File: src/img2col_pkg.sv
`default_nettype none

package img2col_pkg;

    localparam int pix_w   = 8;                    // Unsigned pixel.
    localparam int wgt_w   = 8;                    // Signed weight.
    localparam int prod_w  = pix_w + wgt_w + 1;    // Pixel is widened by a zero sign bit.
    localparam int acc_w   = 24;
    localparam int win_n   = 25;
    localparam int reuse_n = 20;                   // Four columns kept between windows.
    localparam int col_n   = 5;
    localparam int tree_n  = 32;                   // Adder tree leaves, padded to a power of two.
    localparam int idx_w   = 5;                    // Enough to index the 25 buffer entries.

    localparam int adr_w = 7;
    localparam int dat_w = 32;

    // Word addresses of the register map.
    localparam logic [adr_w-1:0] adr_pix  = 7'd0;
    localparam logic [adr_w-1:0] adr_wgt  = 7'd32;
    localparam logic [adr_w-1:0] adr_ctrl = 7'd64;
    localparam logic [adr_w-1:0] adr_stat = 7'd65;
    localparam logic [adr_w-1:0] adr_res  = 7'd66;

    localparam int ctrl_start = 0;                 // Control bit that starts the former.
    localparam int ctrl_first = 1;                 // Control bit that marks the first window.

    typedef struct packed {
        logic             cyc;
        logic             stb;
        logic             we;
        logic [adr_w-1:0] adr;
        logic [dat_w-1:0] dat;
    } wb_req_t;

    typedef struct packed {
        logic             ack;
        logic [dat_w-1:0] dat;
    } wb_rsp_t;

    // Element i holds buffer address i, so column c is elements 5c to 5c+4.
    typedef logic [win_n-1:0][pix_w-1:0] window_t;
    typedef logic [win_n-1:0][wgt_w-1:0] weights_t;

    typedef enum logic [1:0] {
        idle  = 2'd0,
        load  = 2'd1,
        emit  = 2'd2,
        shift = 2'd3
    } win_state_t;

endpackage

`default_nettype wire
File: src/window_mac.sv
`timescale 1ns/1ns
`default_nettype none

module window_mac (
    input  logic                                 clk,
    input  logic                                 nrst,
    input  img2col_pkg::window_t                 win,
    input  img2col_pkg::weights_t                weights,
    input  logic                                 window_valid,
    output logic signed [img2col_pkg::acc_w-1:0] sum,
    output logic                                 sum_valid
);

    logic [img2col_pkg::win_n-1:0][img2col_pkg::prod_w-1:0] prod_q;
    logic                                                   prod_valid_q;

    // Balanced tree over 32 leaves, node n adds nodes 2n and 2n+1.
    function automatic logic signed [img2col_pkg::acc_w-1:0] tree_sum(
        input logic [img2col_pkg::win_n-1:0][img2col_pkg::prod_w-1:0] p
    );
        logic signed [img2col_pkg::acc_w-1:0] node [1:2*img2col_pkg::tree_n-1];
        for (int i = 0; i < img2col_pkg::win_n; i++)
        begin
            node[img2col_pkg::tree_n + i] = img2col_pkg::acc_w'($signed(p[i]));
        end
        for (int i = img2col_pkg::win_n; i < img2col_pkg::tree_n; i++)
        begin
            node[img2col_pkg::tree_n + i] = '0;     // Padding leaves.
        end
        for (int n = img2col_pkg::tree_n - 1; n >= 1; n--)
        begin
            node[n] = node[2*n] + node[2*n + 1];
        end
        return node[1];
    endfunction

    always_ff @(posedge clk)
    begin
        if (window_valid)
        begin
            for (int i = 0; i < img2col_pkg::win_n; i++)
            begin
                // Pixel gets a zero sign bit so the multiply is signed.
                prod_q[i] <= $signed({1'b0, win[i]}) * $signed(weights[i]);
            end
        end
        if (prod_valid_q)
        begin
            sum <= tree_sum(prod_q);
        end
    end

    always_ff @(posedge clk, negedge nrst)
    begin
        if (!nrst)
        begin
            prod_valid_q <= 1'b0;
            sum_valid    <= 1'b0;
        end
        else
        begin
            prod_valid_q <= window_valid;
            sum_valid    <= prod_valid_q;
        end
    end

endmodule

`default_nettype wire

File: config.mk
export PLATFORM = sky130hd
export DESIGN_NAME = window_mac
export DESIGN_NICKNAME = d
export VERILOG_FILES = /design/src/img2col_pkg.sv /design/src/window_mac.sv
export SDC_FILE = /design/constraint.sdc
export NUM_CORES = 2
export LEC_CHECK = 0
export BUFFER_PORTS_ARGS = -buffer_cell sky130_fd_sc_hd__buf_2
export CORE_ASPECT_RATIO = 1.5
export CORE_MARGIN = 3
export CORE_UTILIZATION = 45
export DETAILED_ROUTE_END_ITERATION = 8
export GPL_ROUTABILITY_DRIVEN = 0
export PLACE_DENSITY_LB_ADDON = 0.3
export SYNTH_ARGS = -nofsm -noshare
export SYNTH_HDL_FRONTEND = slang
export SYNTH_SLANG_ARGS = --single-unit
File: constraint.sdc
create_clock -name clk -period 14.4 [get_ports clk]
set_input_delay 0.72 -clock clk [delete_from_list [all_inputs] [get_ports clk]]
set_output_delay 0.72 -clock clk [all_outputs]
set_load 0.02 [all_outputs]
==> out/metrics.csv <==
stage,metric,value,unit
floorplan,dieWidth,346,um
layout,fill_cells,15800,
global_routing,grt_pass1_vias,57700,
sta,setup_viol_count_final,0,
layout,final_area,0.0847,mm2
clock_network,worstSkewPairLatency,0.64,ns
logic_synthesis,synth_edf_count,447,
clock_network,cts_tree,built,
global_routing,grt_util_met2,42.4,%
floorplan,rows,186,
layout,final_cell_mix,"inv_1, fa_1, ha_1, and2_1, nand2_1",
detailed_routing,wl,203000,um
clock_network,cts_buffers,54,
global_routing,grt_pass1_wl,323000,um
logic_synthesis,async_flop_share,0.445,%
global_routing,globalRouteMet3Util,3.32,%
critical_path,endpoint_kind,register,
global_routing,grt_max_degree,118,
sta,fin_crit_sh,45.6,%
sta,slew_headroom,25.4,%
critical_path,cp_max_fo,7,
global_routing,grtUsageTotal,23.4,%
detailed_routing,wire_per_inst,19.4,um
critical_path,setup.worst_path.class,reg2reg,
floorplan,initial_core_util,45.4,%
floorplan,die_area,0.178,mm2
critical_path,cp_data_arrival_time,6.96,ns
logic_synthesis,synth-seq-area-share,17.3,%
clock_network,root_buffer,clkbuf_16,
critical_path,critPathMaxStageDelay,0.66,ns
sta,slew_violations,0,
sta,rsz0062_at_grt,no,
global_routing,grt-busiest-layer,met2,
logic_synthesis,synth_cell_type_count,56,
sta,tns,0,ns
layout,area_growth,8.78,%
layout,ff_latch_area,0.0135,mm2
clock_network,h-tree-depth,2,
clock_network,postCtsHoldBufs,1,
critical_path,crit_slowest_cell,fa_1,
detailed_routing,vias,53400,
run_status,outcome,"complete, no violations",
sta,worst_slew_pin_slew,1.12,ns
logic_synthesis,avgSynthCellArea,10.2,um2
global_routing,grt_util_met1,28.2,%
logic_synthesis,synthesis.area,0.0778,mm2
clock_network,cts.sinks,449,
place,dpl.hpwl,179000,um
logic_synthesis,yosys_warnings,0,
critical_path,cp_cell_sequence,"fa_1, fa_1, inv_1, fa_1, inv_1, fa_1, fa_1, fa_1, inv_1, fa_1, inv_1, ha_1, and4_1, nand4_1, a31oi_1, o311ai_0, a31oi_1, nor4_1, a311o_1",
logic_synthesis,synth_flop_cell,edfxtp_1,
sta,max_freq,152,MHz
layout,nets,11000,
critical_path,crit_path_start_kind,register,
place,placed_area,0.0828,mm2
detailed_routing,final_antenna_net_count,0,
run,maxCapViolations,0,
clock_network,clk_pin_slew,0.06,ns
floorplan,chipHeight,515,um
clock_network,cts_max_path_buffers,3,
sta,hold_viol,0,
detailed_routing,drtPass1Iterations,5,
detailed_routing,via_per_inst,5.10,
sta,period_needed,6.57,ns
layout,drive_gt1_share,6.71,%
floorplan,ioPinCount,428,
critical_path,cp.required,14.79,ns
place,portBuffers,427,
detailed_routing,drtIter0Drc,3209,
detailed_routing,drt_drc_violations_left,0,
floorplan,coreArea,0.172,mm2
global_routing,antenna_found_initial,73,
logic_synthesis,syn-num-nets,10500,
logic_synthesis,syn_inst,7649,
clock_network,post_cts_resized,0,
sta,finalClockSkew,0.0284,ns
layout,final_common_cell,inv_1,
layout,multi_input_area,0.0575,mm2
critical_path,crit_top_cell,fa_1,
clock_network,postCtsSetupBuffers,0,
worst_hold_path,min_path_type,in2async,
global_routing,grt-ovfl-total,0,
logic_synthesis,synth_seq_cells,449,
==> state kept, by name, summed over array words and instances, names as in the netlist <==
signal / cells
sum: 22
sum_valid: 1
prod_q: 425
prod_valid_q: 1
==> area by class of cell <==
| type | count | share of cell area, % |
|---|---|---|
| timing repair buffer | 433 | 2.59 |
| tap | 2256 | 3.33 |
| clock inverter | 37 | 0.411 |
| clock buffer | 63 | 1.66 |
| antenna | 32 | 0.0946 |
| sequential | 449 | 15.9 |
| multi-input combinational | 5369 | 67.9 |
| inverter | 1829 | 8.11 |
==> synth_stat cells, drive strengths merged, types with 56 or more instances <==
library cell / count / area share (%)
a21oi: 201 / 1.3
fa: 1331 / 34
xnor2: 301 / 3.4
nor2: 201 / 0.97
edfxtp: 447 / 17
o21a: 56 / 0.54
nand2: 626 / 3.0
ha: 1107 / 18
inv: 1829 / 8.8
and2: 863 / 6.9
o21ai: 70 / 0.45
nand2b: 181 / 1.5
==> routing by layer <==
layer  wire length (um)  vias up
met3              11600      312
met4               8210       56
met1              78600    27100
li1                   -    24700
met5                345        -
met2             105000     1313
==> stage by stage <==
stage / hold WS (ns) / setup WS [ns] / cells / util [%]
3_5_place_dp: 0.515 / 7.84 / 10300 / 48.3
6_report: 0.407 / 7.83 / 10500 / 49.4
5_1_grt: 0.392 / 7.60 / 10500 / 49.3
2_1_floorplan: 0.424 / 8.37 / 7649 / -
4_1_cts: 0.370 / 7.84 / 10400 / 49.3
3_3_place_gp: 0.516 / 7.94 / 10300 / 48.3
==> worst max-delay path: cells and delay by family, from the launching register on <==
kind | cells | cell delay, ns
adders and majority gates | 8 | 4.13
AOI/OAI and AO/OA | 4 | 1.13
buffers and inverters | 4 | 0.23
and+or+nand+nor | 3 | 0.45
DFF | 1 | 0.40
==> cell families after synthesis <==
group | Yosys count | share of synthesized area (%)
fa+ha+maj | 2438 | 52.0
flops | 449 | 17.3
compound gates | 485 | 3.92
buf+inv | 1831 | 8.84
simple gates | 2132 | 14.4
xor+xnor | 314 | 3.53
==> final timing paths <==
check	endpoint	slack (ns)	depth (start not counted)	startpoint
max	sum[20]$_DFFE_PP_	7.83	19	prod_q[368]$_DFFE_PP_
min	sum_valid$_DFF_PN0_	0.41	2	nrst
max reg2reg	sum[20]$_DFFE_PP_	7.83	19	prod_q[368]$_DFFE_PP_
min reg2reg	sum[0]$_DFFE_PP_	0.57	1	prod_q[408]$_DFFE_PP_
max in group asynchronous	prod_valid_q$_DFF_PN0_	13.89	2	nrst
min in group clk	prod_q[17]$_DFFE_PP_	0.49	2	weights[8]
Power is not shown: default switching activity piles up to over one toggle a cycle in this logic, so the estimate is an artifact.
