File: config.mk
export PLATFORM = sky130hd
export DESIGN_NAME = window_ctrl
export DESIGN_NICKNAME = d
export VERILOG_FILES = /design/src/img2col_pkg.sv /design/src/window_ctrl.sv
export SDC_FILE = /design/constraint.sdc
export NUM_CORES = 1
export LEC_CHECK = 0
export BUFFER_PORTS_ARGS = -buffer_cell sky130_fd_sc_hd__buf_2
export CELL_PAD_IN_SITES_DETAIL_PLACEMENT = 0
export CELL_PAD_IN_SITES_GLOBAL_PLACEMENT = 1
export CORE_ASPECT_RATIO = 0.9
export CORE_MARGIN = 1
export CORE_UTILIZATION = 26
export CTS_CLUSTER_SIZE = 12
export DETAILED_ROUTE_END_ITERATION = 7
export HOLD_SLACK_MARGIN = 0.02
export PLACE_DENSITY = 0.52
export SLEW_MARGIN = 20
export SYNTH_ARGS = -nofsm -noshare
export SYNTH_HDL_FRONTEND = slang
export SYNTH_SLANG_ARGS = --single-unit
export TNS_END_PERCENT = 50
File: constraint.sdc
create_clock -name clk -period 7.1 [get_ports clk]
set_input_delay 1.42 -clock clk [delete_from_list [all_inputs] [get_ports clk]]
set_output_delay 1.42 -clock clk [all_outputs]
set_load 0.1 [all_outputs]
File: src/img2col_pkg.sv
`default_nettype none

package img2col_pkg;

    localparam int pix_w   = 8;                    // Unsigned pixel.
    localparam int wgt_w   = 8;                    // Signed weight.
    localparam int prod_w  = pix_w + wgt_w + 1;    // Pixel is widened by a zero sign bit.
    localparam int acc_w   = 24;
    localparam int win_n   = 25;
    localparam int reuse_n = 20;                   // Four columns kept between windows.
    localparam int col_n   = 5;
    localparam int tree_n  = 32;                   // Adder tree leaves, padded to a power of two.
    localparam int idx_w   = 5;                    // Enough to index the 25 buffer entries.

    localparam int adr_w = 7;
    localparam int dat_w = 32;

    // Word addresses of the register map.
    localparam logic [adr_w-1:0] adr_pix  = 7'd0;
    localparam logic [adr_w-1:0] adr_wgt  = 7'd32;
    localparam logic [adr_w-1:0] adr_ctrl = 7'd64;
    localparam logic [adr_w-1:0] adr_stat = 7'd65;
    localparam logic [adr_w-1:0] adr_res  = 7'd66;

    localparam int ctrl_start = 0;                 // Control bit that starts the former.
    localparam int ctrl_first = 1;                 // Control bit that marks the first window.

    typedef struct packed {
        logic             cyc;
        logic             stb;
        logic             we;
        logic [adr_w-1:0] adr;
        logic [dat_w-1:0] dat;
    } wb_req_t;

    typedef struct packed {
        logic             ack;
        logic [dat_w-1:0] dat;
    } wb_rsp_t;

    // Element i holds buffer address i, so column c is elements 5c to 5c+4.
    typedef logic [win_n-1:0][pix_w-1:0] window_t;
    typedef logic [win_n-1:0][wgt_w-1:0] weights_t;

    typedef enum logic [1:0] {
        idle  = 2'd0,
        load  = 2'd1,
        emit  = 2'd2,
        shift = 2'd3
    } win_state_t;

endpackage

`default_nettype wire
File: src/window_ctrl.sv
`timescale 1ns/1ns
`default_nettype none

module window_ctrl (
    input  logic                  clk,
    input  logic                  nrst,
    input  img2col_pkg::window_t  pix_buf,
    input  logic                  start,
    input  logic                  col_done,
    input  logic                  first_row,
    output img2col_pkg::window_t  win,
    output logic                  window_valid
);

    img2col_pkg::win_state_t state_q;
    img2col_pkg::win_state_t state_d;

    // Reuse bank, element i of the next window for i below 20.
    logic [img2col_pkg::reuse_n-1:0][img2col_pkg::pix_w-1:0] reuse_q;

    always_ff @(posedge clk, negedge nrst)
    begin
        if (!nrst)
        begin
            state_q <= img2col_pkg::idle;
        end
        else
        begin
            state_q <= state_d;
        end
    end

    always_comb
    begin
        state_d = state_q;
        case (state_q)
            img2col_pkg::idle:
            begin
                if (start)
                begin
                    state_d = img2col_pkg::load;
                end
            end
            img2col_pkg::load:
            begin
                if (col_done)
                begin
                    state_d = img2col_pkg::emit;    // Last pixel of the column is in.
                end
            end
            img2col_pkg::emit:
            begin
                state_d = img2col_pkg::shift;
            end
            img2col_pkg::shift:
            begin
                state_d = img2col_pkg::load;
            end
            default:
            begin
                state_d = img2col_pkg::idle;
            end
        endcase
    end

    // The window is captured on the way into emit, so it is stable while valid.
    always_ff @(posedge clk)
    begin
        if ((state_q == img2col_pkg::load) && col_done)
        begin
            if (first_row)
            begin
                win <= pix_buf;
            end
            else
            begin
                win <= {pix_buf[img2col_pkg::win_n-1:img2col_pkg::reuse_n], reuse_q};
            end
        end
    end

    // The newest four columns of the window become the next reuse bank.
    // After a full window that is buffer entries 5 to 24, otherwise the
    // bank's own entries 5 to 19 and the new column. Taking them from win
    // keeps the bank safe from buffer writes that land during emit.
    always_ff @(posedge clk)
    begin
        if (state_q == img2col_pkg::shift)
        begin
            reuse_q <= win[img2col_pkg::win_n-1:img2col_pkg::col_n];
        end
    end

    assign window_valid = state_q == img2col_pkg::emit;

endmodule

`default_nettype wire

==> results.toml, run 1 <==
[drt]
ant_nets = 0
wl_per_cell_um = 19.1
drt_iter0_markers = 371
finalWirelength_um = 32400
vias = 6470
first_pass_iters = 4
drt-vias-per-instance = 3.81
route.detailed.drc = 0

[cts]
post_cts_buffers = 0
cts_tree = "built"
cts_max_level = 2
cts_root_buf = "clkbuf_16"
cts-resized-gates = 0
clk_pin_slew_ns = 0.06
cts_buffers = 43
clkLatencyLatePin_ns = 0.55
cts_buffer_depth = 3
clock-sinks = 362
postCtsHoldBufs = 0

[outcome]
outcome = "finished clean"

[global_route]
grt_pass1_wl_um = 45600
grt_usage = 0.121
grt_antenna_before_repair = 6
grt_max_degree = 97
grt_overflow_total = 0
grt_pass1_vias = 6768

[power]
powerDensity_nw_per_um2 = 473
switching_power_mw = 3.30
p_leak_nw = 6.78
seqPwrFrac = 0.422
p_int_mw = 4.92
pwr-share-clk = 0.247
p_sw_frac = 0.402
max-vdd-ir-drop_v = 0.000170
p_comb_frac = 0.330

[logic_synthesis]
synthDominantCellAreaShare = 0.813
async_reset_ff_frac = 0.00552
ys_ff_latch = 362
yosys_warnings = 0
synth_cell_types = 12
synth_cells = 553
synth_top_family_by_area = "multiplexers"
synthAdderAreaFrac = 0.00376
syn-cell-area_um2 = 13300
postSynthAreaPerCell_um2 = 24.1
synth-compound-area-share = 0.00113
synth_simple_gate_area_frac = 0.000941
synth_edf_count = 360
seq_area_frac_synth = 0.816
ys_top_cells_by_count = "edfxtp_1, mux2_4, mux2_2, buf_6, buf_2"
synth_area_leaders = "edfxtp_1, mux2_4, mux2_2"
yosys.area.top_type = "edfxtp_1"
synth_nets = 762
synthMostInstantiatedCell = "edfxtp_1"
synthFlopType = "edfxtp_1"
synthXorXnorAreaFrac = 0
synthMuxAreaShare = 0.165

[layout]
regArea_um2 = 10900
syn_to_final_growth_pct = 30.7
multi_input_area_um2 = 2280
nNetsFinal = 1199
stdcell_area_um2 = 17400
layout.filler_cells = 4863
drive_above_1_share = 0.615

[die]
ios = 406
core_area_um2 = 50500
die_y_um = 217
placementRows = 78
die-area_um2 = 52100
start_util = 0.264
die_width_um = 240

[hold_path]
hold_path_class = "reg -> reg"
whs_endpoint = "reuse_q[101]$_DFFE_PN_"
holdPathStages = 0
worstHoldStart = "win[141]$_DFFE_PP_"

[critical_path]
cp_max_fo = 4
cp_top_family = "buffers and inverters"
worstPathArrival_ns = 1.65
cp_cell_sequence = "inv_1 > ha_1 > buf_2"
timing.rr.end = "win[1]$_DFFE_PP_"
cp-end-kind = "primary output"
rr_worst_depth = 4
required_ns = 5.68
crit_slowest_cell = "dfrtp_1"
crit_path_start_kind = "flip-flop"
r2r_slack_ns = 4.59
worst-path-buf-inv = 2
crit_type = "reg -> out"
cpPeakStageDelay_ns = 0.44
timing.rr.start = "state_q[1]$_DFFE_PN0P_"

[placement]
globalplace.congestion = 0.797
io_buffers = 405
hpwl_um = 23100
place_area_um2 = 16100

[sta]
fin_crit_sh = 0.433
fin_skew_ns = 0.0193
finalSetupViolations = 0
final_hold_viol_count = 0
fmax_mhz = 326
rsz0062_at_grt = "false"
finalSetupTns_ns = 0
slew_viol_final = 0
slew_headroom = 0.299
fin_crit_ns = 3.07
worst_slew_pin_slew_ns = 1.05

[run]
cap_violations = 0
per-stage QoR:
| stage | instances | power [mW] | utilization | worst slack, ns | hold slack (ns) |
|---|---|---|---|---|---|
| global route | 1699 | 8.54 | 0.345 | 3.96 | 0.450 |
| floorplan | 553 | 5.79 | - | 0.558 | 0.525 |
| detailed placement | 1625 | 6.28 | 0.319 | 3.76 | 0.429 |
| global placement | 1625 | 6.26 | 0.319 | 3.77 | 0.427 |
| CTS | 1697 | 8.35 | 0.344 | 3.99 | 0.435 |
| finish | 1699 | 8.22 | 0.345 | 4.03 | 0.433 |
area by class of cell:
type | instances | area share
repair buffers | 410 | 0.121
multi-input cells | 170 | 0.131
well taps | 680 | 0.0489
diodes | 2 | 0.000288
flip-flops and latches | 362 | 0.625
inverters | 3 | 0.000648
clock buffers | 58 | 0.0676
clock inverters | 14 | 0.00590
per-layer routing:
| layer | GRT usage | vias up | routed length (um) | part of all wire |
|---|---|---|---|---|
| li1 | - | 3078 | - | - |
| met4 | 0.0484 | 6 | 782 | 0.024 |
| met1 | 0.139 | 3140 | 12900 | 0.40 |
| met5 | 0 | - | 40 | 0.0012 |
| met3 | 0.0316 | 51 | 1790 | 0.055 |
| met2 | 0.213 | 195 | 16900 | 0.52 |
cells in the final DEF, fill, tap and decap left out, drive strengths merged:
| cell type | count |
|---|---|
| buf | 410 |
| edfxtp | 360 |
| mux2 | 161 |
| clkbuf | 58 |
| clkinv | 9 |
| inv | 5 |
| ha | 4 |
| diode | 2 |
| o21ai | 2 |
| clkinvlp | 2 |
| dfrtp | 2 |
| and2 | 1 |
| nor2b | 1 |
| a21oi | 1 |
| bufinv | 1 |
sequential cells by signal, indices dropped and copies added, names as in the netlist:
register,count
win,200
reuse_q,160
state_q,2
worst max path at each step:
| stage | start | end | slack, ns | depth (start not counted) |
|---|---|---|---|---|
| 2_1_floorplan | col_done | win[0]$_DFFE_PP_ | 0.56 | 1 |
| 3_3_place_gp | first_row | win[9]$_DFFE_PP_ | 3.77 | 3 |
| 3_5_place_dp | first_row | win[14]$_DFFE_PP_ | 3.76 | 3 |
| 4_1_cts | state_q[0]$_DFFE_PN0P_ | window_valid | 3.99 | 3 |
| 5_1_grt | state_q[0]$_DFFE_PN0P_ | window_valid | 3.96 | 3 |
| 6_report | state_q[0]$_DFFE_PN0P_ | window_valid | 4.03 | 3 |
power groups by stage:
| stage | Sequential [mW] | Clock [mW] | Combinational [mW] |
|---|---|---|---|
| 6_report | 3.47 | 2.03 | 2.72 |
| 2_1_floorplan | 5.22 | 0 | 0.567 |
| 3_3_place_gp | 3.52 | 0 | 2.74 |
| 4_1_cts | 3.49 | 2.11 | 2.76 |
| 5_1_grt | 3.55 | 2.19 | 2.81 |
| 3_5_place_dp | 3.53 | 0 | 2.75 |
cells by family after synthesis:
logic type,Yosys count
muxes,161
adders and majority gates,4
AOI/OAI and AO/OA,3
and+or+nand+nor,2
buffers and inverters,21
DFF,362
Note: power is estimated with default switching activity, not from simulation.
==> inputs of run 2 (changes only) <==
clock period = 3.09 ns   (was 7.1 ns; I/O delays follow)
==> results.toml, run 2 (same netlist as run 1, synthesis figures left out) <==
[outcome]
outcome = "finished clean"

[global_route]
grt_pass1_wl_um = 45500
grt_overflow_total = 0
grt_antenna_before_repair = 8
grt_usage = 0.122
grt_pass1_vias = 6807
grt_max_degree = 59

[placement]
hpwl_um = 24200
io_buffers = 405
place_area_um2 = 16400
dp_cells = 1644
globalplace.congestion = 0.787
dpl_worst_slack_ns = 0.954

[cts]
clk_pin_slew_ns = 0.06
clkLatencyLatePin_ns = 0.55
cts_root_buf = "clkbuf_16"
cts_max_level = 2
cts_tree = "built"
clock-sinks = 362
cts_buffer_depth = 3
cts_buffers = 42

[sta]
finalSetupTns_ns = 0
holdWs_ns = 0.241
fin_crit_ns = 2.26
worst_slew_pin_slew_ns = 0.686
rsz0062_at_grt = "false"
final_hold_viol_count = 0
fin_crit_sh = 0.731
fmax_mhz = 443
setup_ws_ns = 0.830
slew_headroom = 0.542
finalSetupViolations = 0
fin_skew_ns = 0.0122
slew_viol_final = 0

[critical_path]
cp-end-kind = "primary output"
required_ns = 2.47
cp_max_fo = 4
crit_type = "reg -> out"
rr_worst_depth = 4
crit_start = "state_q[0]$_DFFE_PN0P_"
worstPathArrival_ns = 1.64
crit_path_start_kind = "flip-flop"
timing.rr.start = "state_q[1]$_DFFE_PN0P_"
timing.rr.end = "win[81]$_DFFE_PP_"
r2r_slack_ns = 1.13

[die]
placementRows = 78
die_y_um = 217
die-area_um2 = 52100
start_util = 0.264
ios = 406
die_width_um = 240
core_area_um2 = 50500

[layout]
top_register = "win"
final_cell_mix = "buf_2, edfxtp_1, mux2_4"
stdcell_area_um2 = 17800
final_common_cell = "buf_2"
final_cells = 1726
drive_above_1_share = 0.626
fin_util = 0.352
largest_register_ffs = 200
nNetsFinal = 1218
syn_to_final_growth_pct = 33.7
largestRegisters = "win x200, reuse_q x160, state_q x2"

[drt]
drt-vias-per-instance = 3.83
first_pass_iters = 4
drt_iter0_markers = 280
finalWirelength_um = 32700
vias = 6612
route.detailed.drc = 0
wl_per_cell_um = 18.9
ant_nets = 0

[power]
max-vdd-ir-drop_v = 0.000527
pwr-share-clk = 0.258
p_int_mw = 11.8
p_comb_frac = 0.331
seqPwrFrac = 0.411
p_sw_frac = 0.393
power_mw = 19.4
switching_power_mw = 7.62
p_leak_nw = 6.98
powerDensity_nw_per_um2 = 1090

[run]
cap_violations = 0

[hold_path]
holdPathStages = 1
whs_endpoint = "win[191]$_DFFE_PP_"
worstHoldStart = "pix_buf[191]"
hold_path_class = "in -> reg"
run 2: cell count changes in the layout (fill, tap and decap cells not counted), sizes merged:
cell,delta
bufinv,+4
inv,-1
diode,+5
buf,+18
clkinv,+2
dlygate4sd3,+1
clkinvlp,-2
run 2: power by group through the flow:
stage / sequential, mW / combinational, mW / clock (mW)
after floorplan: 11.8 / 1.31 / 0
after global placement: 8.07 / 6.50 / 0
after detailed placement: 8.09 / 6.51 / 0
after CTS: 8.00 / 6.52 / 5.19
after global routing: 8.12 / 6.64 / 5.36
final: 7.96 / 6.42 / 5.00
run 2: final cells by class:
type	count	area (um^2)
inverters	3	11.3
repair buffers	430	2380
fillers	4866	32700
well taps	680	851
flip-flops and latches	362	10900
clock inverters	17	215
diodes	7	17.5
clock buffers	57	1170
multi-input cells	170	2280
run 2: layer usage:
| layer | vias to the layer above | wire length, um | track usage |
|---|---|---|---|
| met2 | 196 | 16700 | 0.209 |
| met3 | 63 | 1790 | 0.0322 |
| met1 | 3212 | 13000 | 0.141 |
| met5 | - | 8 | 0 |
| li1 | 3139 | - | - |
| met4 | 2 | 1140 | 0.0567 |
run 2: worst max-delay path by stage:
stage	to	slack [ns]	cells past startpoint
3_5_place_dp	win[159]$_DFFE_PP_	0.95	3
2_1_floorplan	reuse_q[0]$_DFFE_PN_	0.20	1
4_1_cts	window_valid	0.77	3
6_report	window_valid	0.83	3
5_1_grt	window_valid	0.75	3
3_3_place_gp	win[159]$_DFFE_PP_	0.96	3
run 2: critical path: stages, from the launching register on:
cell and delay [ns]:
dfrtp_1 0.44, inv_1 0.10, ha_1 0.14, buf_2 0.42
run 2: what timing repair did:
item                                   in CTS  in global routing
hold buffers                                1                  0
gates resized for setup                     0                  0
setup buffers                               0                  0
endpoints found under the hold margin       2                  0
