$ cat src/img2col_pkg.sv
`default_nettype none

package img2col_pkg;

    localparam int pix_w   = 8;                    // Unsigned pixel.
    localparam int wgt_w   = 8;                    // Signed weight.
    localparam int prod_w  = pix_w + wgt_w + 1;    // Pixel is widened by a zero sign bit.
    localparam int acc_w   = 24;
    localparam int win_n   = 25;
    localparam int reuse_n = 20;                   // Four columns kept between windows.
    localparam int col_n   = 5;
    localparam int tree_n  = 32;                   // Adder tree leaves, padded to a power of two.
    localparam int idx_w   = 5;                    // Enough to index the 25 buffer entries.

    localparam int adr_w = 7;
    localparam int dat_w = 32;

    // Word addresses of the register map.
    localparam logic [adr_w-1:0] adr_pix  = 7'd0;
    localparam logic [adr_w-1:0] adr_wgt  = 7'd32;
    localparam logic [adr_w-1:0] adr_ctrl = 7'd64;
    localparam logic [adr_w-1:0] adr_stat = 7'd65;
    localparam logic [adr_w-1:0] adr_res  = 7'd66;

    localparam int ctrl_start = 0;                 // Control bit that starts the former.
    localparam int ctrl_first = 1;                 // Control bit that marks the first window.

    typedef struct packed {
        logic             cyc;
        logic             stb;
        logic             we;
        logic [adr_w-1:0] adr;
        logic [dat_w-1:0] dat;
    } wb_req_t;

    typedef struct packed {
        logic             ack;
        logic [dat_w-1:0] dat;
    } wb_rsp_t;

    // Element i holds buffer address i, so column c is elements 5c to 5c+4.
    typedef logic [win_n-1:0][pix_w-1:0] window_t;
    typedef logic [win_n-1:0][wgt_w-1:0] weights_t;

    typedef enum logic [1:0] {
        idle  = 2'd0,
        load  = 2'd1,
        emit  = 2'd2,
        shift = 2'd3
    } win_state_t;

endpackage

`default_nettype wire
$ cat src/pixel_loader.sv
`timescale 1ns/1ns
`default_nettype none

module pixel_loader (
    input  logic                                clk,
    input  logic                                nrst,
    input  img2col_pkg::wb_req_t                wb_req,
    input  logic                                window_valid,
    input  logic signed [img2col_pkg::acc_w-1:0] sum,
    input  logic                                sum_valid,
    output img2col_pkg::wb_rsp_t                wb_rsp,
    output img2col_pkg::window_t                pix_buf,
    output img2col_pkg::weights_t               weights,
    output logic                                start,
    output logic                                col_done,
    output logic                                first_row
);

    logic                                 ack_q;
    logic [img2col_pkg::dat_w-1:0]        rdat_q;
    logic [img2col_pkg::dat_w-1:0]        rdat;
    logic                                 req;
    logic                                 wr;
    logic                                 rd;
    logic [img2col_pkg::adr_w-1:0]        pix_idx;
    logic [img2col_pkg::adr_w-1:0]        wgt_idx;
    logic                                 is_pix;
    logic                                 is_wgt;
    logic                                 is_ctrl;
    logic                                 is_res;
    logic signed [img2col_pkg::acc_w-1:0] res_q;
    logic                                 done_q;

    // A cycle that has already been acked is not taken again.
    assign req = wb_req.cyc && wb_req.stb && !ack_q;
    assign wr  = req && wb_req.we;
    assign rd  = req && !wb_req.we;

    // Offsets wrap below the base, so one compare covers both bounds.
    assign pix_idx = wb_req.adr - img2col_pkg::adr_pix;
    assign wgt_idx = wb_req.adr - img2col_pkg::adr_wgt;
    assign is_pix  = pix_idx < img2col_pkg::adr_w'(img2col_pkg::win_n);
    assign is_wgt  = wgt_idx < img2col_pkg::adr_w'(img2col_pkg::win_n);
    assign is_ctrl = wb_req.adr == img2col_pkg::adr_ctrl;
    assign is_res  = wb_req.adr == img2col_pkg::adr_res;

    always_comb
    begin
        rdat = '0;                                  // Control and unmapped words read zero.
        if (is_pix)
        begin
            rdat = img2col_pkg::dat_w'(pix_buf[pix_idx[img2col_pkg::idx_w-1:0]]);
        end
        else if (is_wgt)
        begin
            rdat = img2col_pkg::dat_w'($signed(weights[wgt_idx[img2col_pkg::idx_w-1:0]]));
        end
        else if (wb_req.adr == img2col_pkg::adr_stat)
        begin
            rdat = img2col_pkg::dat_w'(done_q);
        end
        else if (is_res)
        begin
            rdat = img2col_pkg::dat_w'(res_q);      // Sign extended from the accumulator.
        end
    end

    always_ff @(posedge clk, negedge nrst)
    begin
        if (!nrst)
        begin
            ack_q    <= 1'b0;
            start    <= 1'b0;
            col_done <= 1'b0;
        end
        else
        begin
            ack_q    <= req;
            start    <= wr && is_ctrl && wb_req.dat[img2col_pkg::ctrl_start];
            col_done <= wr && is_pix && (pix_idx == img2col_pkg::adr_w'(img2col_pkg::win_n - 1));
        end
    end

    always_ff @(posedge clk)
    begin
        if (rd)
        begin
            rdat_q <= rdat;
        end
        if (wr && is_pix)
        begin
            pix_buf[pix_idx[img2col_pkg::idx_w-1:0]] <= wb_req.dat[img2col_pkg::pix_w-1:0];
        end
        if (wr && is_wgt)
        begin
            weights[wgt_idx[img2col_pkg::idx_w-1:0]] <= wb_req.dat[img2col_pkg::wgt_w-1:0];
        end
    end

    always_ff @(posedge clk, negedge nrst)
    begin
        if (!nrst)
        begin
            first_row <= 1'b0;
        end
        else if (wr && is_ctrl && wb_req.dat[img2col_pkg::ctrl_first])
        begin
            first_row <= 1'b1;
        end
        else if (window_valid)
        begin
            first_row <= 1'b0;                      // The full window has been taken.
        end
    end

    always_ff @(posedge clk, negedge nrst)
    begin
        if (!nrst)
        begin
            res_q  <= '0;
            done_q <= 1'b0;
        end
        else if (sum_valid)
        begin
            res_q  <= sum;                          // A new sum wins over a clearing read.
            done_q <= 1'b1;
        end
        else if (rd && is_res)
        begin
            done_q <= 1'b0;
        end
    end

    assign wb_rsp.ack = ack_q;
    assign wb_rsp.dat = rdat_q;

endmodule

`default_nettype wire

$ cat config.mk
export PLATFORM = sky130hd
export DESIGN_NAME = pixel_loader
export DESIGN_NICKNAME = d
export VERILOG_FILES = /design/src/img2col_pkg.sv /design/src/pixel_loader.sv
export SDC_FILE = /design/constraint.sdc
export NUM_CORES = 1
export LEC_CHECK = 0
export BUFFER_PORTS_ARGS = -buffer_cell sky130_fd_sc_hd__buf_2
export CORE_MARGIN = 1.5
export CORE_UTILIZATION = 45
export CTS_CLUSTER_SIZE = 30
export DETAILED_ROUTE_END_ITERATION = 16
export PLACE_DENSITY = 0.72
export SLEW_MARGIN = 0
export SYNTH_ARGS = -nofsm -noshare
export SYNTH_HDL_FRONTEND = slang
export SYNTH_SLANG_ARGS = --single-unit
$ cat constraint.sdc
create_clock -name clk -period 2.63 [get_ports clk]
set_input_delay 0.526 -clock clk [delete_from_list [all_inputs] [get_ports clk]]
set_output_delay 0.526 -clock clk [all_outputs]
set_load 0.01 [all_outputs]
==> results.cfg, run 1 <==
[cts]
insertion_delay_ns = 0.59
h-tree-depth = 2
cts_buffer_depth = 3
postCtsSetupRepairBufs = 0
clkSinkCount = 453
path_clk_slew_ns = 0.06
cts_root_buf = clkbuf_16
cts-buffers-inserted = 47
cts_tree = built

[logic_synthesis]
seq_area_frac_synth = 0.7473
yosysTopAreaCellShare = 0.7070
synth_top_area_cell = edfxtp_1
syn_inst = 1020
yosys.cell_types.count = 57
syn_area_um2 = 18010
yosys_warnings = 0
avgSynthCellArea_um2 = 17.66
async_reset_ff_frac = 0.06402
synth_top_cells_by_area = edfxtp_1 (71%), mux2i_1 (9.2%), dfrtp_1 (4.0%), o22ai_1 (2.7%), mux4_2 (1.6%)
ys_ff_latch = 453
syn-num-nets = 1090
synth_edf_count = 424
synthFlopType = edfxtp_1

[final_layout]
most-common-layout-cells = buf_2 (480), edfxtp_1 (424), buf_4 (173), mux2i_1 (166), o22ai_1 (79)
num_antenna_cells = 0
regArea_um2 = 13460
final_util = 0.6015
finalNonFillerCells = 2233
final_common_cell = buf_2
multi_input_area_um2 = 4113
area_growth_pct = 32.40
final_area_um2 = 23850
nFillCells = 3084
nets = 1745
layout-drive-gt1-share = 0.4666

[worst_setup_path]
cp_cell_sequence = buf_8 > buf_4 > buf_12 > mux2i_1 > o22ai_1 > nor4_1 > buf_4 > nand2_1 > a21oi_1 > o21ai_0
crit_family = buffers and inverters
cp.buffers_inverters = 4
crit_path_start_kind = input pin
crit_type = input pin to flip-flop
worstSetupEndpointType = flip-flop
crit_arrival_ns = 2.83
crit_top_cell = buf_4
crit_path_top_delay_cell = mux2i_1
max_stage_delay_ns = 0.50
cp_max_fo = 20
crit_required_ns = 2.93

[drt]
drt_pass1_iterations = 5
drc = 0
drtIter0Drc = 1383
wl_per_cell_um = 29.61
viasPerCell = 5.820
drt-total-wl_um = 66130
postRouteAntennaNets = 0
vias = 13000

[global_route]
grt_pass1_vias = 12740
antenna_found_initial = 0
grt-ovfl-total = 0
grt_max_degree = 52
grt_pass1_wl_um = 89890
grt_usage = 0.3122

[power]
powerDensity_nw_per_um2 = 650.1
power_w = 0.01550
p_leak_nw = 9.649
ir_drop_uv = 604.5

[placement]
placed_cells = 2150
gp_congestion = 0.9413
portBuffers = 481
post-place-ws_ns = -0.4761
dpl-instance-area_um2 = 22310
dp_hpwl_um = 49530

[die]
die_x_um = 203.1
die_area_um2 = 41230
die_height_um = 203.1
std_cell_rows = 73
initial_core_util = 0.4543
core-area_um2 = 39640
pin_count = 506

[hold_path]
hp-class = input pin to flip-flop

[outcome]
status = complete, no violations

[sta]
period_minus_slack_ns = 2.525
setup_viol = 0
fmax_mhz = 396.1
fin_crit_sh = 0.9600
worst_pin_slew_ns = 0.7513
final_max_slew_viol_count = 0
rsz0062_at_grt = false
fin_worst_skew_ns = 0.02710
finalWorstSetupSlack_ns = 0.1051
hold_viol = 0
relSlewSlack = 0.4992

[flow_run]
cap_violations = 0
## cell usage after synthesis (5+ instances only)
| master | instances |
|---|---|
| nor4_1 | 5 |
| nor3_1 | 5 |
| edfxtp_1 | 424 |
| a21o_1 | 19 |
| o21ai_0 | 5 |
| nand3_1 | 7 |
| nand2b_1 | 6 |
| mux4_2 | 13 |
| a211oi_1 | 6 |
| a21oi_1 | 17 |
| mux2_2 | 25 |
| mux2i_1 | 166 |
| buf_6 | 16 |
| dfrtp_1 | 29 |
| buf_4 | 19 |
| o22ai_1 | 79 |
| buf_2 | 16 |
| nor2_1 | 58 |
| clkbuf_1 | 12 |
| nor2b_1 | 5 |
| and2_1 | 6 |
| or4_1 | 7 |
| nand2_1 | 18 |
## cells by family (layout without fill, tap and decap cells)
family | count (synthesis) | count (layout) | share of synthesized area
buf+inv | 68 | 756 | 0.02591
flops | 453 | 453 | 0.7473
simple gates | 146 | 146 | 0.04530
mux | 204 | 204 | 0.1241
compound gates | 149 | 149 | 0.05738
## stage by stage
step / hold slack, ns / TNS [ns]
after floorplan: 0.2304 / 0
after global placement: 0.4897 / -32.41
after detailed placement: 0.5000 / -43.29
after CTS: 0.1280 / 0
after global routing: 0.1568 / 0
final: 0.1583 / 0
## final timing paths
| check | start | endpoint | slack, ns | cells after the start |
|---|---|---|---|---|
| max reg2reg | weights[187]$_DFFE_PP_ | rdat_q[3]$_DFFE_PP_ | 0.12 | 7 |
| max | wb_req[32] | rdat_q[2]$_DFFE_PP_ | 0.11 | 10 |
| max in group asynchronous | nrst | res_q[23]$_DFFE_PN0P_ | 1.66 | 2 |
| min | window_valid | first_row$_DFFE_PN0P_ | 0.16 | 2 |
| min reg2reg | res_q[14]$_DFFE_PN0P_ | res_q[14]$_DFFE_PN0P_ | 0.51 | 1 |
| min in group asynchronous | nrst | col_done$_DFF_PN0_ | 0.53 | 2 |
## cell type report
class	instances	area share
Clock buffer	53	0.05116
Clock inverter	29	0.01291
Inverter	1	0.0001574
Multi-Input combinational cell	499	0.1725
Sequential cell	453	0.5644
Tap cell	525	0.02755
Timing Repair Buffer	673	0.1714
## registers in the layout, summed over array words and instances, names as in the netlist
| register | flops |
|---|---|
| rdat_q | 24 |
| col_done | 1 |
| ack_q | 1 |
| res_q | 24 |
| start | 1 |
| done_q | 1 |
| weights | 200 |
| first_row | 1 |
| pix_buf | 200 |
## timing repair
action / 4_1_cts / 5_1_grt
resized for setup: 0 / 1
endpoints found under the hold margin: 29 / 0
hold buffers: 1 / 0
setup endpoints to repair: 0 / 1
## power by group
| group | leakage (nW) | switching, W | total [W] | internal, W |
|---|---|---|---|---|
| clock | 0.748 | 0.00274 | 0.00665 | 0.00392 |
| combinational | 4.72 | 0.000520 | 0.000885 | 0.000365 |
| sequential | 4.18 | 0.0000344 | 0.00796 | 0.00793 |
## metal layers
| layer | part of all wire | wire length, um | global-route usage | vias to the layer above |
|---|---|---|---|---|
| met2 | 0.46 | 30380 | 0.4864 | 934 |
| met5 | 0 | 0 | 0 | - |
| li1 | - | - | - | 5388 |
| met1 | 0.40 | 26300 | 0.4232 | 6541 |
| met4 | 0.032 | 2143 | 0.1127 | 0 |
| met3 | 0.11 | 7306 | 0.08347 | 134 |
No activity file was read; power rests on OpenSTA's default activity.
==> inputs of run 2 (changes only) <==
--- a/config.mk
+++ b/config.mk
@@ -5,6 +5,7 @@
 export SDC_FILE = /design/constraint.sdc
 export NUM_CORES = 1
 export LEC_CHECK = 0
+export ABC_AREA = 1
 export BUFFER_PORTS_ARGS = -buffer_cell sky130_fd_sc_hd__buf_2
 export CORE_MARGIN = 1.5
 export CORE_UTILIZATION = 45
==> results.cfg, run 2 <==
[outcome]
status = complete, no violations

[cts]
cts_tree = built
cts_root_buf = clkbuf_16
postCtsSetupRepairBufs = 0
insertion_delay_ns = 0.59
cts_buffer_depth = 3
cts-buffers-inserted = 46
clkSinkCount = 453
postCtsResizedCells = 0
hold_buffers = 1
h-tree-depth = 2
path_clk_slew_ns = 0.06

[die]
die_area_um2 = 41000
initial_core_util = 0.4601
core-area_um2 = 38920
std_cell_rows = 72
die_height_um = 202.5
pin_count = 506
die_x_um = 202.5

[final_layout]
most-common-layout-cells = nand2_1 (620), buf_2 (481), edfxtp_1 (424), buf_4 (90), nand4_1 (65)
final_common_cell = nand2_1
nFillCells = 3174
layout-drive-gt1-share = 0.3160
final_util = 0.5925
nets = 2125
area_growth_pct = 28.76
num_antenna_cells = 0

[global_route]
antenna_found_initial = 0
grt_pass1_wl_um = 93000
grt_max_degree = 65
grt-ovfl-total = 0
grt_usage = 0.3153
grt_pass1_vias = 13930

[drt]
drt-total-wl_um = 65510
drc = 0
drt_pass1_iterations = 5
postRouteAntennaNets = 0
vias = 14330
drtIter0Drc = 1399
wl_per_cell_um = 25.10
viasPerCell = 5.492

[worst_setup_path]
crit_type = flip-flop to flip-flop
crit_arrival_ns = 2.52
worstSetupEndpointType = flip-flop
cp_max_fo = 24
crit_required_ns = 2.91
crit_path_start_kind = flip-flop

[sta]
fin_crit_sh = 0.8494
relSlewSlack = 0.5114
setup_viol = 0
period_minus_slack_ns = 2.234
final_max_slew_viol_count = 0
fmax_mhz = 447.6
worst_pin_slew_ns = 0.7329
rsz0062_at_grt = false
hold_ws_ns = 0.1481
fin_worst_skew_ns = 0.01415
hold_viol = 0

[power]
combPwrFrac = 0.058
p_seq_frac = 0.519
p_clk_frac = 0.424
ir_drop_uv = 635.7
p_int_w = 0.01194
p_leak_nw = 9.431
swShare = 0.2207
powerDensity_nw_per_um2 = 664.3
power_w = 0.01532
p_sw_w = 0.003381

[logic_synthesis]
syn_inst = 1499
synth_edf_count = 424
yosys_warnings = 0
synth.most_common_cell = nand2_1
yosysTopAreaCellShare = 0.7110
syn_area_um2 = 17910
synth_top_area_cell = edfxtp_1
seq_area_frac_synth = 0.7515
synthFlopType = edfxtp_1
syn-num-nets = 1569
async_reset_ff_frac = 0.06402
ys_ff_latch = 453
netlist_top_cells_count = nand2_1 (620), edfxtp_1 (424), nand4_1 (65)
avgSynthCellArea_um2 = 11.95
yosys.cell_types.count = 26
synth_top_cells_by_area = edfxtp_1 (71%), nand2_1 (13%), dfrtp_1 (4.1%), nand4_1 (2.3%), o21ai_0 (1.5%)

[hold_path]
hp-class = input pin to flip-flop

[placement]
portBuffers = 481
dp_hpwl_um = 46640
gp_congestion = 0.9440

[flow_run]
cap_violations = 0
## run 2: cell count changes after synthesis, moves of 17 or more
cell | before | now
mux2i_1 | 166 | 0
o22ai_1 | 79 | 0
nand2_1 | 18 | 620
a21o_1 | 19 | 2
nand4_1 | 1 | 65
inv_1 | 1 | 55
nor3_1 | 5 | 50
buf_2 | 16 | 33
mux2_2 | 25 | 0
o21ai_0 | 5 | 53
## run 2: final cells by class
class | count | area (um^2) | area share
Sequential cell | 453 | 13460 | 0.5837
Multi-Input combinational cell | 904 | 3852 | 0.1671
Timing Repair Buffer | 586 | 3373 | 0.1463
Clock buffer | 61 | 1260 | 0.05465
Tap cell | 518 | 648.1 | 0.02811
Inverter | 64 | 241.5 | 0.01047
Clock inverter | 24 | 224.0 | 0.009713
## run 2: worst paths after layout
path / from / end / slack (ns) / cells past startpoint
worst max-delay path: ack_q$_DFF_PN0_ / weights[35]$_DFFE_PP_ / 0.40 / 6
worst min register to register: res_q[7]$_DFFE_PN0P_ / res_q[7]$_DFFE_PN0P_ / 0.50 / 2
max in group asynchronous: nrst / res_q[23]$_DFFE_PN0P_ / 1.66 / 2
min in group asynchronous: nrst / first_row$_DFFE_PN0P_ / 0.52 / 2
worst max register to register: ack_q$_DFF_PN0_ / weights[35]$_DFFE_PP_ / 0.40 / 6
worst min-delay path: window_valid / first_row$_DFFE_PN0P_ / 0.15 / 2
## run 2: stage by stage
stage | cell area [um^2] | instances | setup slack [ns] | TNS (ns)
final | 23060 | 2610 | 0.3961 | 0
after global routing | 23060 | 2610 | 0.2051 | 0
after CTS | 23060 | 2610 | 0.3655 | 0
after detailed placement | 21560 | 2524 | -0.001291 | -0.006146
after global placement | 21560 | 2524 | 0.08976 | 0
after floorplan | 17910 | 1499 | 0.1922 | 0
## run 2: cells by family (layout without fill, tap and decap cells)
| group | count (synthesis) | in the layout | synth area share |
|---|---|---|---|
| AOI/OAI and AO/OA | 94 | 94 | 0.02844 |
| buffers and inverters | 142 | 735 | 0.03459 |
| DFF | 453 | 453 | 0.7515 |
| and+or+nand+nor | 810 | 810 | 0.1854 |
## run 2: power by group through the flow
stage                     clock [W]  sequential, W  combinational (W)
after CTS                   0.00653        0.00795           0.000875
final                       0.00649        0.00795           0.000881
after global routing        0.00680        0.00795           0.000954
after global placement            0        0.00810           0.000856
after floorplan                   0        0.00811           0.000385
after detailed placement          0        0.00810           0.000870
## run 2: per-layer routing
layer / share of wire / track usage / wire [um] / vias up
met5: 0 / 0 / 0 / -
met1: 0.39 / 0.4227 / 25310 / 6962
met3: 0.11 / 0.07368 / 7155 / 145
li1: - / - / - / 6272
met4: 0.037 / 0.1127 / 2394 / 0
met2: 0.47 / 0.5060 / 30650 / 954
## run 2: critical path: stages (launching register included)
cell,delay (ns)
dfrtp_1,0.39
nor3_1,0.30
nand2_1,0.21
nor2_1,0.25
inv_2,0.24
nor3_1,0.30
buf_4,0.26
